## src/hdl/mem_pkg.sv

```systemverilog
`default_nettype none

package mem_pkg;

    localparam int MEM_DEPTH    = 64;
    localparam int MEM_LATENCY  = 3;     // accept to resp_valid
    localparam int MEM_TAG_BITS = 4;     // tag bits 13..10 reach memory

    localparam logic [31:0] MEM_INIT_BASE = 32'h1000_0000;

    typedef logic [$clog2(MEM_DEPTH)-1:0] mem_addr_t;          // {tag[3:0], index}
    typedef logic [$clog2(MEM_LATENCY+1)-1:0] lat_cnt_t;

endpackage

`default_nettype wire

```

## src/hdl/cache_pkg.sv

```systemverilog
`default_nettype none

package cache_pkg;

    // cache geometry
    localparam int NUM_LINES = 4;
    localparam int TAG_LSB   = 10;
    localparam int INDEX_LSB = 8;

    typedef logic [31:0] word_t;
    typedef logic [31:0] addr_t;

    typedef logic [31-TAG_LSB:0] tag_t;                // addr 31..10
    typedef logic [$clog2(NUM_LINES)-1:0] index_t;     // addr 9..8

    // controller sequence
    typedef enum logic [2:0] {
        st_idle,
        st_lookup,
        st_write_back,
        st_fetch,
        st_respond,
        st_flush_check,
        st_flush_write
    } ctrl_state_t;

endpackage

`default_nettype wire
```

## src/hdl/cache_top.sv

```systemverilog
`timescale 1ns/1ps
`default_nettype none

module cache_top (
    input  logic             clk,
    input  logic             rst,
    input  logic             req_valid,
    output logic             req_ready,
    input  logic             req_write,
    input  cache_pkg::addr_t req_addr,
    input  cache_pkg::word_t req_wdata,
    output logic             resp_valid,
    output cache_pkg::word_t resp_rdata,
    output logic             resp_hit,
    input  logic             flush_req,
    output logic             flush_done
);
    import cache_pkg::*;
    import mem_pkg::*;

    logic      hit;
    logic      line_valid;
    logic      line_dirty;
    logic      req_is_write;
    logic      latch_req;
    logic      fill_en;
    logic      cpu_write_en;
    index_t    line_sel;
    logic      use_line_sel;
    logic      inval_all;

    logic      mem_req_valid;
    logic      mem_req_ready;
    logic      mem_write;
    logic      mem_resp_valid;
    mem_addr_t victim_addr;
    mem_addr_t fetch_addr;
    mem_addr_t mem_addr;
    word_t     mem_wdata;
    word_t     mem_rdata;

    assign mem_addr = mem_write ? victim_addr : fetch_addr;   // write-back uses stored tag

    cache_ctrl u_ctrl (
        .clk, .rst, .req_valid, .flush_req, .hit, .line_valid, .line_dirty,
        .req_is_write, .mem_req_ready, .mem_resp_valid, .req_ready, .resp_valid,
        .resp_hit, .flush_done, .latch_req, .fill_en, .cpu_write_en, .line_sel,
        .use_line_sel, .inval_all, .mem_req_valid, .mem_write
    );

    cache_data_path u_data_path (
        .clk, .rst, .req_addr, .req_wdata, .latch_req, .req_write, .fill_en,
        .cpu_write_en, .line_sel, .use_line_sel, .inval_all, .mem_rdata,
        .hit, .line_valid, .line_dirty, .req_is_write, .victim_addr,
        .mem_addr  (fetch_addr),
        .mem_wdata,
        .resp_rdata
    );

    main_memory u_mem (
        .clk, .rst, .mem_req_valid, .mem_write, .mem_addr, .mem_wdata,
        .mem_req_ready, .mem_resp_valid, .mem_rdata
    );

endmodule

`default_nettype wire

```

## src/hdl/main_memory.sv

```systemverilog
`timescale 1ns/1ps
`default_nettype none

module main_memory (
    input  logic               clk,
    input  logic               rst,
    input  logic               mem_req_valid,
    input  logic               mem_write,
    input  mem_pkg::mem_addr_t mem_addr,
    input  cache_pkg::word_t   mem_wdata,
    output logic               mem_req_ready,
    output logic               mem_resp_valid,
    output cache_pkg::word_t   mem_rdata
);
    import cache_pkg::*;
    import mem_pkg::*;

    word_t     mem [MEM_DEPTH];
    logic      busy;
    lat_cnt_t  cnt;
    mem_addr_t addr_q;
    word_t     wdata_q;
    logic      write_q;

    assign mem_req_ready  = !busy;
    assign mem_resp_valid = busy && (cnt == lat_cnt_t'(MEM_LATENCY - 1));
    assign mem_rdata      = mem[addr_q];   // valid with mem_resp_valid

    always_ff @(posedge clk or posedge rst) begin
        if (rst) begin
            busy <= 1'b0;
            cnt  <= '0;
            for (int i = 0; i < MEM_DEPTH; i++) begin
                mem[i] <= MEM_INIT_BASE + word_t'(i);
            end
        end else if (!busy) begin
            if (mem_req_valid) begin
                busy <= 1'b1;
                cnt  <= '0;
            end
        end else if (mem_resp_valid) begin
            busy <= 1'b0;
            if (write_q)
                mem[addr_q] <= wdata_q;   // write lands with the ack
        end else begin
            cnt <= cnt + 1'b1;
        end
    end

    always_ff @(posedge clk) begin
        if (mem_req_valid && mem_req_ready) begin
            addr_q  <= mem_addr;
            wdata_q <= mem_wdata;
            write_q <= mem_write;
        end
    end

    a_resp_latency: assert property (@(posedge clk) disable iff (rst)
        mem_resp_valid |-> $past(mem_req_valid && mem_req_ready, MEM_LATENCY));

endmodule

`default_nettype wire

```

## src/hdl/cache_data_path.sv

```systemverilog
`timescale 1ns/1ps
`default_nettype none

module cache_data_path (
    input  logic                clk,
    input  logic                rst,
    input  cache_pkg::addr_t    req_addr,
    input  cache_pkg::word_t    req_wdata,
    input  logic                latch_req,
    input  logic                req_write,
    input  logic                fill_en,
    input  logic                cpu_write_en,
    input  cache_pkg::index_t   line_sel,
    input  logic                use_line_sel,
    input  logic                inval_all,
    input  cache_pkg::word_t    mem_rdata,
    output logic                hit,
    output logic                line_valid,
    output logic                line_dirty,
    output logic                req_is_write,
    output mem_pkg::mem_addr_t  victim_addr,
    output mem_pkg::mem_addr_t  mem_addr,
    output cache_pkg::word_t    mem_wdata,
    output cache_pkg::word_t    resp_rdata
);
    import cache_pkg::*;
    import mem_pkg::*;

    tag_t   tag_mem  [NUM_LINES];
    word_t  data_mem [NUM_LINES];
    logic   [NUM_LINES-1:0] valid_q;
    logic   [NUM_LINES-1:0] dirty_q;

    // latched request
    tag_t   req_tag_q;
    index_t req_idx_q;
    word_t  req_wdata_q;
    logic   req_write_q;

    index_t sel_idx;

    assign sel_idx = use_line_sel ? line_sel : req_idx_q;   // flush walks lines

    assign line_valid   = valid_q[sel_idx];
    assign line_dirty   = dirty_q[sel_idx];
    assign hit          = line_valid && (tag_mem[sel_idx] == req_tag_q);
    assign req_is_write = req_write_q;

    assign victim_addr = {tag_mem[sel_idx][MEM_TAG_BITS-1:0], sel_idx};
    assign mem_addr    = {req_tag_q[MEM_TAG_BITS-1:0], req_idx_q};   // fetch address
    assign mem_wdata   = data_mem[sel_idx];
    assign resp_rdata  = data_mem[sel_idx];

    always_ff @(posedge clk or posedge rst) begin
        if (rst) begin
            req_write_q <= 1'b0;
        end else if (latch_req) begin
            req_write_q <= req_write;
        end
    end

    always_ff @(posedge clk) begin
        if (latch_req) begin
            req_tag_q   <= req_addr[31:TAG_LSB];
            req_idx_q   <= req_addr[INDEX_LSB +: $bits(index_t)];
            req_wdata_q <= req_wdata;
        end
    end

    // line state bits
    always_ff @(posedge clk or posedge rst) begin
        if (rst) begin
            valid_q <= '0;
            dirty_q <= '0;
        end else begin
            if (fill_en) begin
                dirty_q[sel_idx] <= 1'b0;
                if (!use_line_sel)
                    valid_q[sel_idx] <= 1'b1;   // flush write-back keeps valid
            end
            if (cpu_write_en) begin
                valid_q[sel_idx] <= 1'b1;
                dirty_q[sel_idx] <= 1'b1;
            end
            if (inval_all)
                valid_q <= '0;
        end
    end

    // tag and data payload
    always_ff @(posedge clk) begin
        if (fill_en && !use_line_sel) begin
            data_mem[sel_idx] <= mem_rdata;
            tag_mem[sel_idx]  <= req_tag_q;
        end
        if (cpu_write_en) begin
            data_mem[sel_idx] <= req_wdata_q;
            tag_mem[sel_idx]  <= req_tag_q;
        end
    end

    a_fill_write_excl: assert property (@(posedge clk) disable iff (rst)
        !(fill_en && cpu_write_en));

endmodule

`default_nettype wire

```

## src/hdl/cache_ctrl.sv

```systemverilog
`timescale 1ns/1ps
`default_nettype none

module cache_ctrl (
    input  logic              clk,
    input  logic              rst,
    input  logic              req_valid,
    input  logic              flush_req,
    input  logic              hit,
    input  logic              line_valid,
    input  logic              line_dirty,
    input  logic              req_is_write,
    input  logic              mem_req_ready,
    input  logic              mem_resp_valid,
    output logic              req_ready,
    output logic              resp_valid,
    output logic              resp_hit,
    output logic              flush_done,
    output logic              latch_req,
    output logic              fill_en,
    output logic              cpu_write_en,
    output cache_pkg::index_t line_sel,
    output logic              use_line_sel,
    output logic              inval_all,
    output logic              mem_req_valid,
    output logic              mem_write
);
    import cache_pkg::*;

    ctrl_state_t state, state_nxt;
    index_t      flush_idx;
    logic        mem_busy;      // request accepted, waiting for resp
    logic        resp_hit_q;
    logic        victim_dirty;
    logic        flush_last;

    assign victim_dirty = line_valid && line_dirty;
    assign flush_last   = (flush_idx == index_t'(NUM_LINES - 1));

    assign req_ready    = (state == st_idle);
    assign latch_req    = (state == st_idle) && req_valid;
    assign resp_valid   = (state == st_respond);
    assign resp_hit     = resp_hit_q;
    assign line_sel     = flush_idx;
    assign use_line_sel = (state == st_flush_check) || (state == st_flush_write);

    assign mem_write     = (state == st_write_back) || (state == st_flush_write);
    assign mem_req_valid = !mem_busy && (mem_write || (state == st_fetch));

    assign fill_en = mem_resp_valid && ((state == st_fetch) || (state == st_flush_write));

    // write hit, clean write miss, or write miss after its write-back
    assign cpu_write_en = req_is_write &&
        (((state == st_lookup) && (hit || !victim_dirty)) ||
         ((state == st_write_back) && mem_resp_valid));

    assign flush_done = flush_last &&
        (((state == st_flush_check) && !victim_dirty) ||
         ((state == st_flush_write) && mem_resp_valid));
    assign inval_all  = flush_done;

    always_comb begin
        state_nxt = state;
        case (state)
            st_idle: begin
                if (req_valid)
                    state_nxt = st_lookup;
                else if (flush_req)
                    state_nxt = st_flush_check;
            end
            st_lookup: begin
                if (hit || (!victim_dirty && req_is_write))
                    state_nxt = st_respond;
                else if (victim_dirty)
                    state_nxt = st_write_back;
                else
                    state_nxt = st_fetch;
            end
            st_write_back: begin
                if (mem_resp_valid)
                    state_nxt = req_is_write ? st_respond : st_fetch;
            end
            st_fetch: begin
                if (mem_resp_valid)
                    state_nxt = st_respond;
            end
            st_respond:
                state_nxt = st_idle;
            st_flush_check: begin
                if (victim_dirty)
                    state_nxt = st_flush_write;
                else if (flush_last)
                    state_nxt = st_idle;
            end
            st_flush_write: begin
                if (mem_resp_valid)
                    state_nxt = flush_last ? st_idle : st_flush_check;
            end
            default:
                state_nxt = st_idle;
        endcase
    end

    always_ff @(posedge clk or posedge rst) begin
        if (rst) begin
            state      <= st_idle;
            flush_idx  <= '0;
            mem_busy   <= 1'b0;
            resp_hit_q <= 1'b0;
        end else begin
            state <= state_nxt;
            if (state == st_idle)
                flush_idx <= '0;
            else if ((state == st_flush_check && !victim_dirty) ||
                     (state == st_flush_write && mem_resp_valid))
                flush_idx <= flush_idx + 1'b1;   // next line
            if (mem_resp_valid)
                mem_busy <= 1'b0;
            else if (mem_req_valid && mem_req_ready)
                mem_busy <= 1'b1;
            if (state == st_lookup)
                resp_hit_q <= hit;
        end
    end

    a_resp_mem_done: assert property (@(posedge clk) disable iff (rst)
        resp_valid |-> !(mem_busy || mem_resp_valid));

    a_idle_no_mem: assert property (@(posedge clk) disable iff (rst)
        (state == st_idle) |-> !(mem_busy || mem_resp_valid));

endmodule

`default_nettype wire

```

## config.mk

```make
export PLATFORM = sky130hd
export DESIGN_NAME = cache_top
export DESIGN_NICKNAME = d
export VERILOG_FILES = /design/src/hdl/mem_pkg.sv /design/src/hdl/cache_pkg.sv /design/src/hdl/cache_top.sv /design/src/hdl/main_memory.sv /design/src/hdl/cache_data_path.sv /design/src/hdl/cache_ctrl.sv
export SDC_FILE = /design/constraint.sdc
export NUM_CORES = 2
export LEC_CHECK = 0
export ABC_CLOCK_PERIOD_IN_PS = 145200
export BUFFER_PORTS_ARGS = -buffer_cell sky130_fd_sc_hd__buf_2
export CAP_MARGIN = 20
export CORE_AREA = 2 2 370 519
export CTS_CLUSTER_DIAMETER = 80
export DETAILED_ROUTE_END_ITERATION = 10
export DIE_AREA = 0 0 372 521
export HOLD_SLACK_MARGIN = 0.12
export PLACE_DENSITY = 0.71
export SKIP_LAST_GASP = 1
export SYNTH_ARGS = -nofsm -noshare
export SYNTH_HDL_FRONTEND = slang
export SYNTH_HIERARCHICAL = 1
export SYNTH_SLANG_ARGS = --single-unit
```

## constraint.sdc

```tcl
create_clock -name clk -period 145.2 [get_ports clk]
set_input_delay 7.26 -clock clk [delete_from_list [all_inputs] [get_ports clk]]
set_output_delay 7.26 -clock clk [all_outputs]
set_load 0.005 [all_outputs]
```

==> run summary <==
Synth Flop Type -> dfrtp_1
grt peak-use layer -> met2
crit-path max cell delay -> 0.67 ns
Worst setup SP type -> flop
Core Footprint -> 189000 um^2
global route total overflow -> 0
status -> finished, final reports clean
period utilisation layout -> 8.68%
fin nets -> 7395
EDFF count, synth -> 311
Hold Crit Start -> u_mem/mem[1085]
syn nets -> 7610
Port Buffers -> 96
Seq cells post-synth -> 2378
Pre-Repair DR Iteration Count -> 6
initial antenna violation count -> 15
hold buffers post-CTS -> 0
Hold Violations, Final -> 0
Core Rows -> 189
Synth top area share -> 42.2%
fmax -> 79.4 MHz
PwrDens -> 14.6 nW/um^2
Seq/Total Area, Yosys -> 57.1%
wire length per cell -> 30.1 um
Synth area leader -> dfrtp_1
Clock Path Buffers -> 4
Worst Max-Slew Pin Slew -> 1.20 ns
largest net degree at the start of global routing -> 192
Max Slew Vio Count -> 0
synth warn -> 6
gpl congestion -> 0.835
Rel. slew slack -> 20.2%
drt drc -> 0
Peak VDD IR -> 0.0154 mV
RSZ-0062 raised after global routing -> no
static leakage -> 53.4 nW
Max Cap Viol -> 0
post-synth cell types -> 75
final WL -> 301000 um
met1 Usage GRT -> 41.7%
CTS H-tree lvls -> 4
die area -> 194000 um^2
R2R Path Start -> u_ctrl/state[1]
Worst setup EP type -> primary output
post_cts resized -> 0
post-DP HPWL -> 175000 um
Final Critical Period -> 12.60 ns
WP data arrival -> 5.34 ns
Worst path slowest cell -> mux2i_4
commonest non-fill, non-tap cell in the layout -> mux2_2
crit-path max FO -> 39
share of layout cells above drive strength 1 -> 44.7%
post-DR vias/cell -> 6.51
Vias -> 65100
Worst Setup Path Type -> flop to primary output
Area Overhead vs Synth -> 8.86%
Die Ht -> 521 um
Clk pin slew, worst setup/hold paths -> 0.06 ns
met2 Usage GRT -> 50.7%
HP Class -> flop to flop
clk root buf -> clkbuf_16
vias in the first global route -> 67700
Worst-Skew Late Latency -> 0.86 ns
worst setup margin -> 132.60 ns
post-layout util -> 61.9%
most frequent cells in the layout -> mux2_2, dfrtp_1, mux2i_1
source of the critical timing path -> u_ctrl/state[1]
Worst Skew -> 0.0211 ns
Post-CTS Setup Bufs -> 0
Worst Hold Path Cells -> 1
async set or reset register ratio after synthesis -> 86.9%
R2R cell count -> 19
Cell Area, Synth -> 107000 um^2
Starting Density -> 56.9%
syn avg cell area -> 14.3 um^2
gr usage total -> 31.2%
cts bufs inserted -> 220
Initial DRC Count -> 5631
Ports -> 105
first-pass GRT wire length -> 448000 um
CTS tree -> done
cells after synthesis -> 7539
die width -> 372 um
worst slack, placed -> 132.88 ns
ANT nets after route -> 0
GR Util met3 -> 5.29%
CP cell instances -> nor2b_1 -> buf_4 -> o21a_1 -> mux2i_4 -> inv_4 -> mux2i_1 -> a21oi_1 -> nand2_1 -> a2bb2oi_1 -> nor3_1 -> buf_2
final setup vio count -> 0
Fin Setup TNS -> 0 ns
Synth area leaders -> dfrtp_1, mux2_2, edfxtp_1
Required @ worst endpoint -> 137.94 ns
CTS Sinks -> 2378
==> synthesized netlist by cell type (15+ instances only) <==
| library cell | number |
|---|---|
| a221oi_1 | 64 |
| edfxtp_1 | 311 |
| clkbuf_1 | 300 |
| inv_1 | 21 |
| nand2_1 | 364 |
| o22ai_1 | 49 |
| mux2_2 | 2138 |
| o21ai_0 | 141 |
| nor2_1 | 237 |
| a31oi_1 | 56 |
| nand4_1 | 15 |
| o211ai_1 | 43 |
| buf_6 | 23 |
| nor3_1 | 24 |
| o221ai_1 | 23 |
| a22o_1 | 59 |
| mux4_2 | 192 |
| dfstp_2 | 256 |
| and3_1 | 46 |
| buf_1 | 56 |
| a22oi_1 | 80 |
| dfrtp_1 | 1811 |
| buf_2 | 204 |
| nor2b_1 | 19 |
| o2bb2ai_1 | 58 |
| buf_4 | 169 |
| a221o_1 | 26 |
| a21oi_1 | 170 |
| nand3_1 | 18 |
| mux2i_1 | 391 |
==> worst paths after layout <==
| check | endpoint | slack, ns |
|---|---|---|
| worst max register to register | u_data_path/data_mem[1][13] | 137.15 |
| max in group asynchronous | u_mem/mem[1460] | 134.40 |
| worst max-delay path | flush_done | 132.60 |
| worst min register to register | u_mem/mem[1085] | 0.50 |
| worst min-delay path | u_mem/mem[1085] | 0.50 |
| min in group asynchronous | u_ctrl/line_sel[1] | 6.43 |
==> routing by layer <==
layer  up-vias  wire length, um
met1     35000           122000
li1      27000                -
met2      2294           146000
met3       699            20400
met5         -               87
met4        16            13000
==> final cells by class <==
class | instances | area, um^2
Antenna cell | 3 | 7.51
Clock inverter | 74 | 823
Fill cell | 13900 | 72000
Timing Repair Buffer | 317 | 2370
Sequential cell | 2378 | 61400
Tap cell | 2483 | 3110
Multi-Input combinational cell | 4382 | 42600
Inverter | 25 | 106
Clock buffer | 331 | 6530
==> worst max-delay path: cells and delay by family (launching register included) <==
kind            cells  cell delay (ns)
flops               1             0.64
compound gates      3             0.72
buf+inv             3             0.88
mux                 2             1.27
simple gates        3             0.95
==> per-stage QoR <==
step | power, mW | hold WS [ns] | area [um^2] | cells
final | 1.71 | 0.500 | 117000 | 9993
after global routing | 1.77 | 0.510 | 117000 | 9991
after CTS | 1.71 | 0.502 | 117000 | 9982
after detailed placement | 1.12 | 0.487 | 109000 | 9577
after global placement | 1.11 | 0.474 | 109000 | 9577
after floorplan | 1.03 | 0.463 | 107000 | 7539
==> power by group <==
group	switching (mW)	internal, mW	total [mW]
Clock	0.250	0.341	0.592
Sequential	0.0376	0.762	0.800
Combinational	0.194	0.120	0.314
==> kinds of logic (layout without fill, tap and decap cells) <==
group	count (synthesis)	count (layout)	synth area share, %
compound gates	835	835	5.35
xor+xnor	22	22	0.179
fa+ha+maj	2	2	0.0233
buf+inv	779	747	3.74
flops	2378	2378	57.1
mux	2739	2739	30.4
other cells	0	3	0
simple gates	784	784	3.17
==> registers in the layout, indices dropped and copies added (netlist names), 2 cells and up <==
register	count
u_mem/wdata_q	32
u_data_path/req_idx_q	2
u_mem/mem	2048
u_data_path/req_tag_q	22
u_mem/cnt	2
u_data_path/dirty_q	4
u_ctrl/state	3
u_data_path/req_wdata_q	32
u_data_path/valid_q	4
u_data_path/tag_mem	88
u_mem/addr_q	6
u_data_path/data_mem	128
u_ctrl/line_sel	2
No activity file was read; power rests on OpenSTA's default activity.
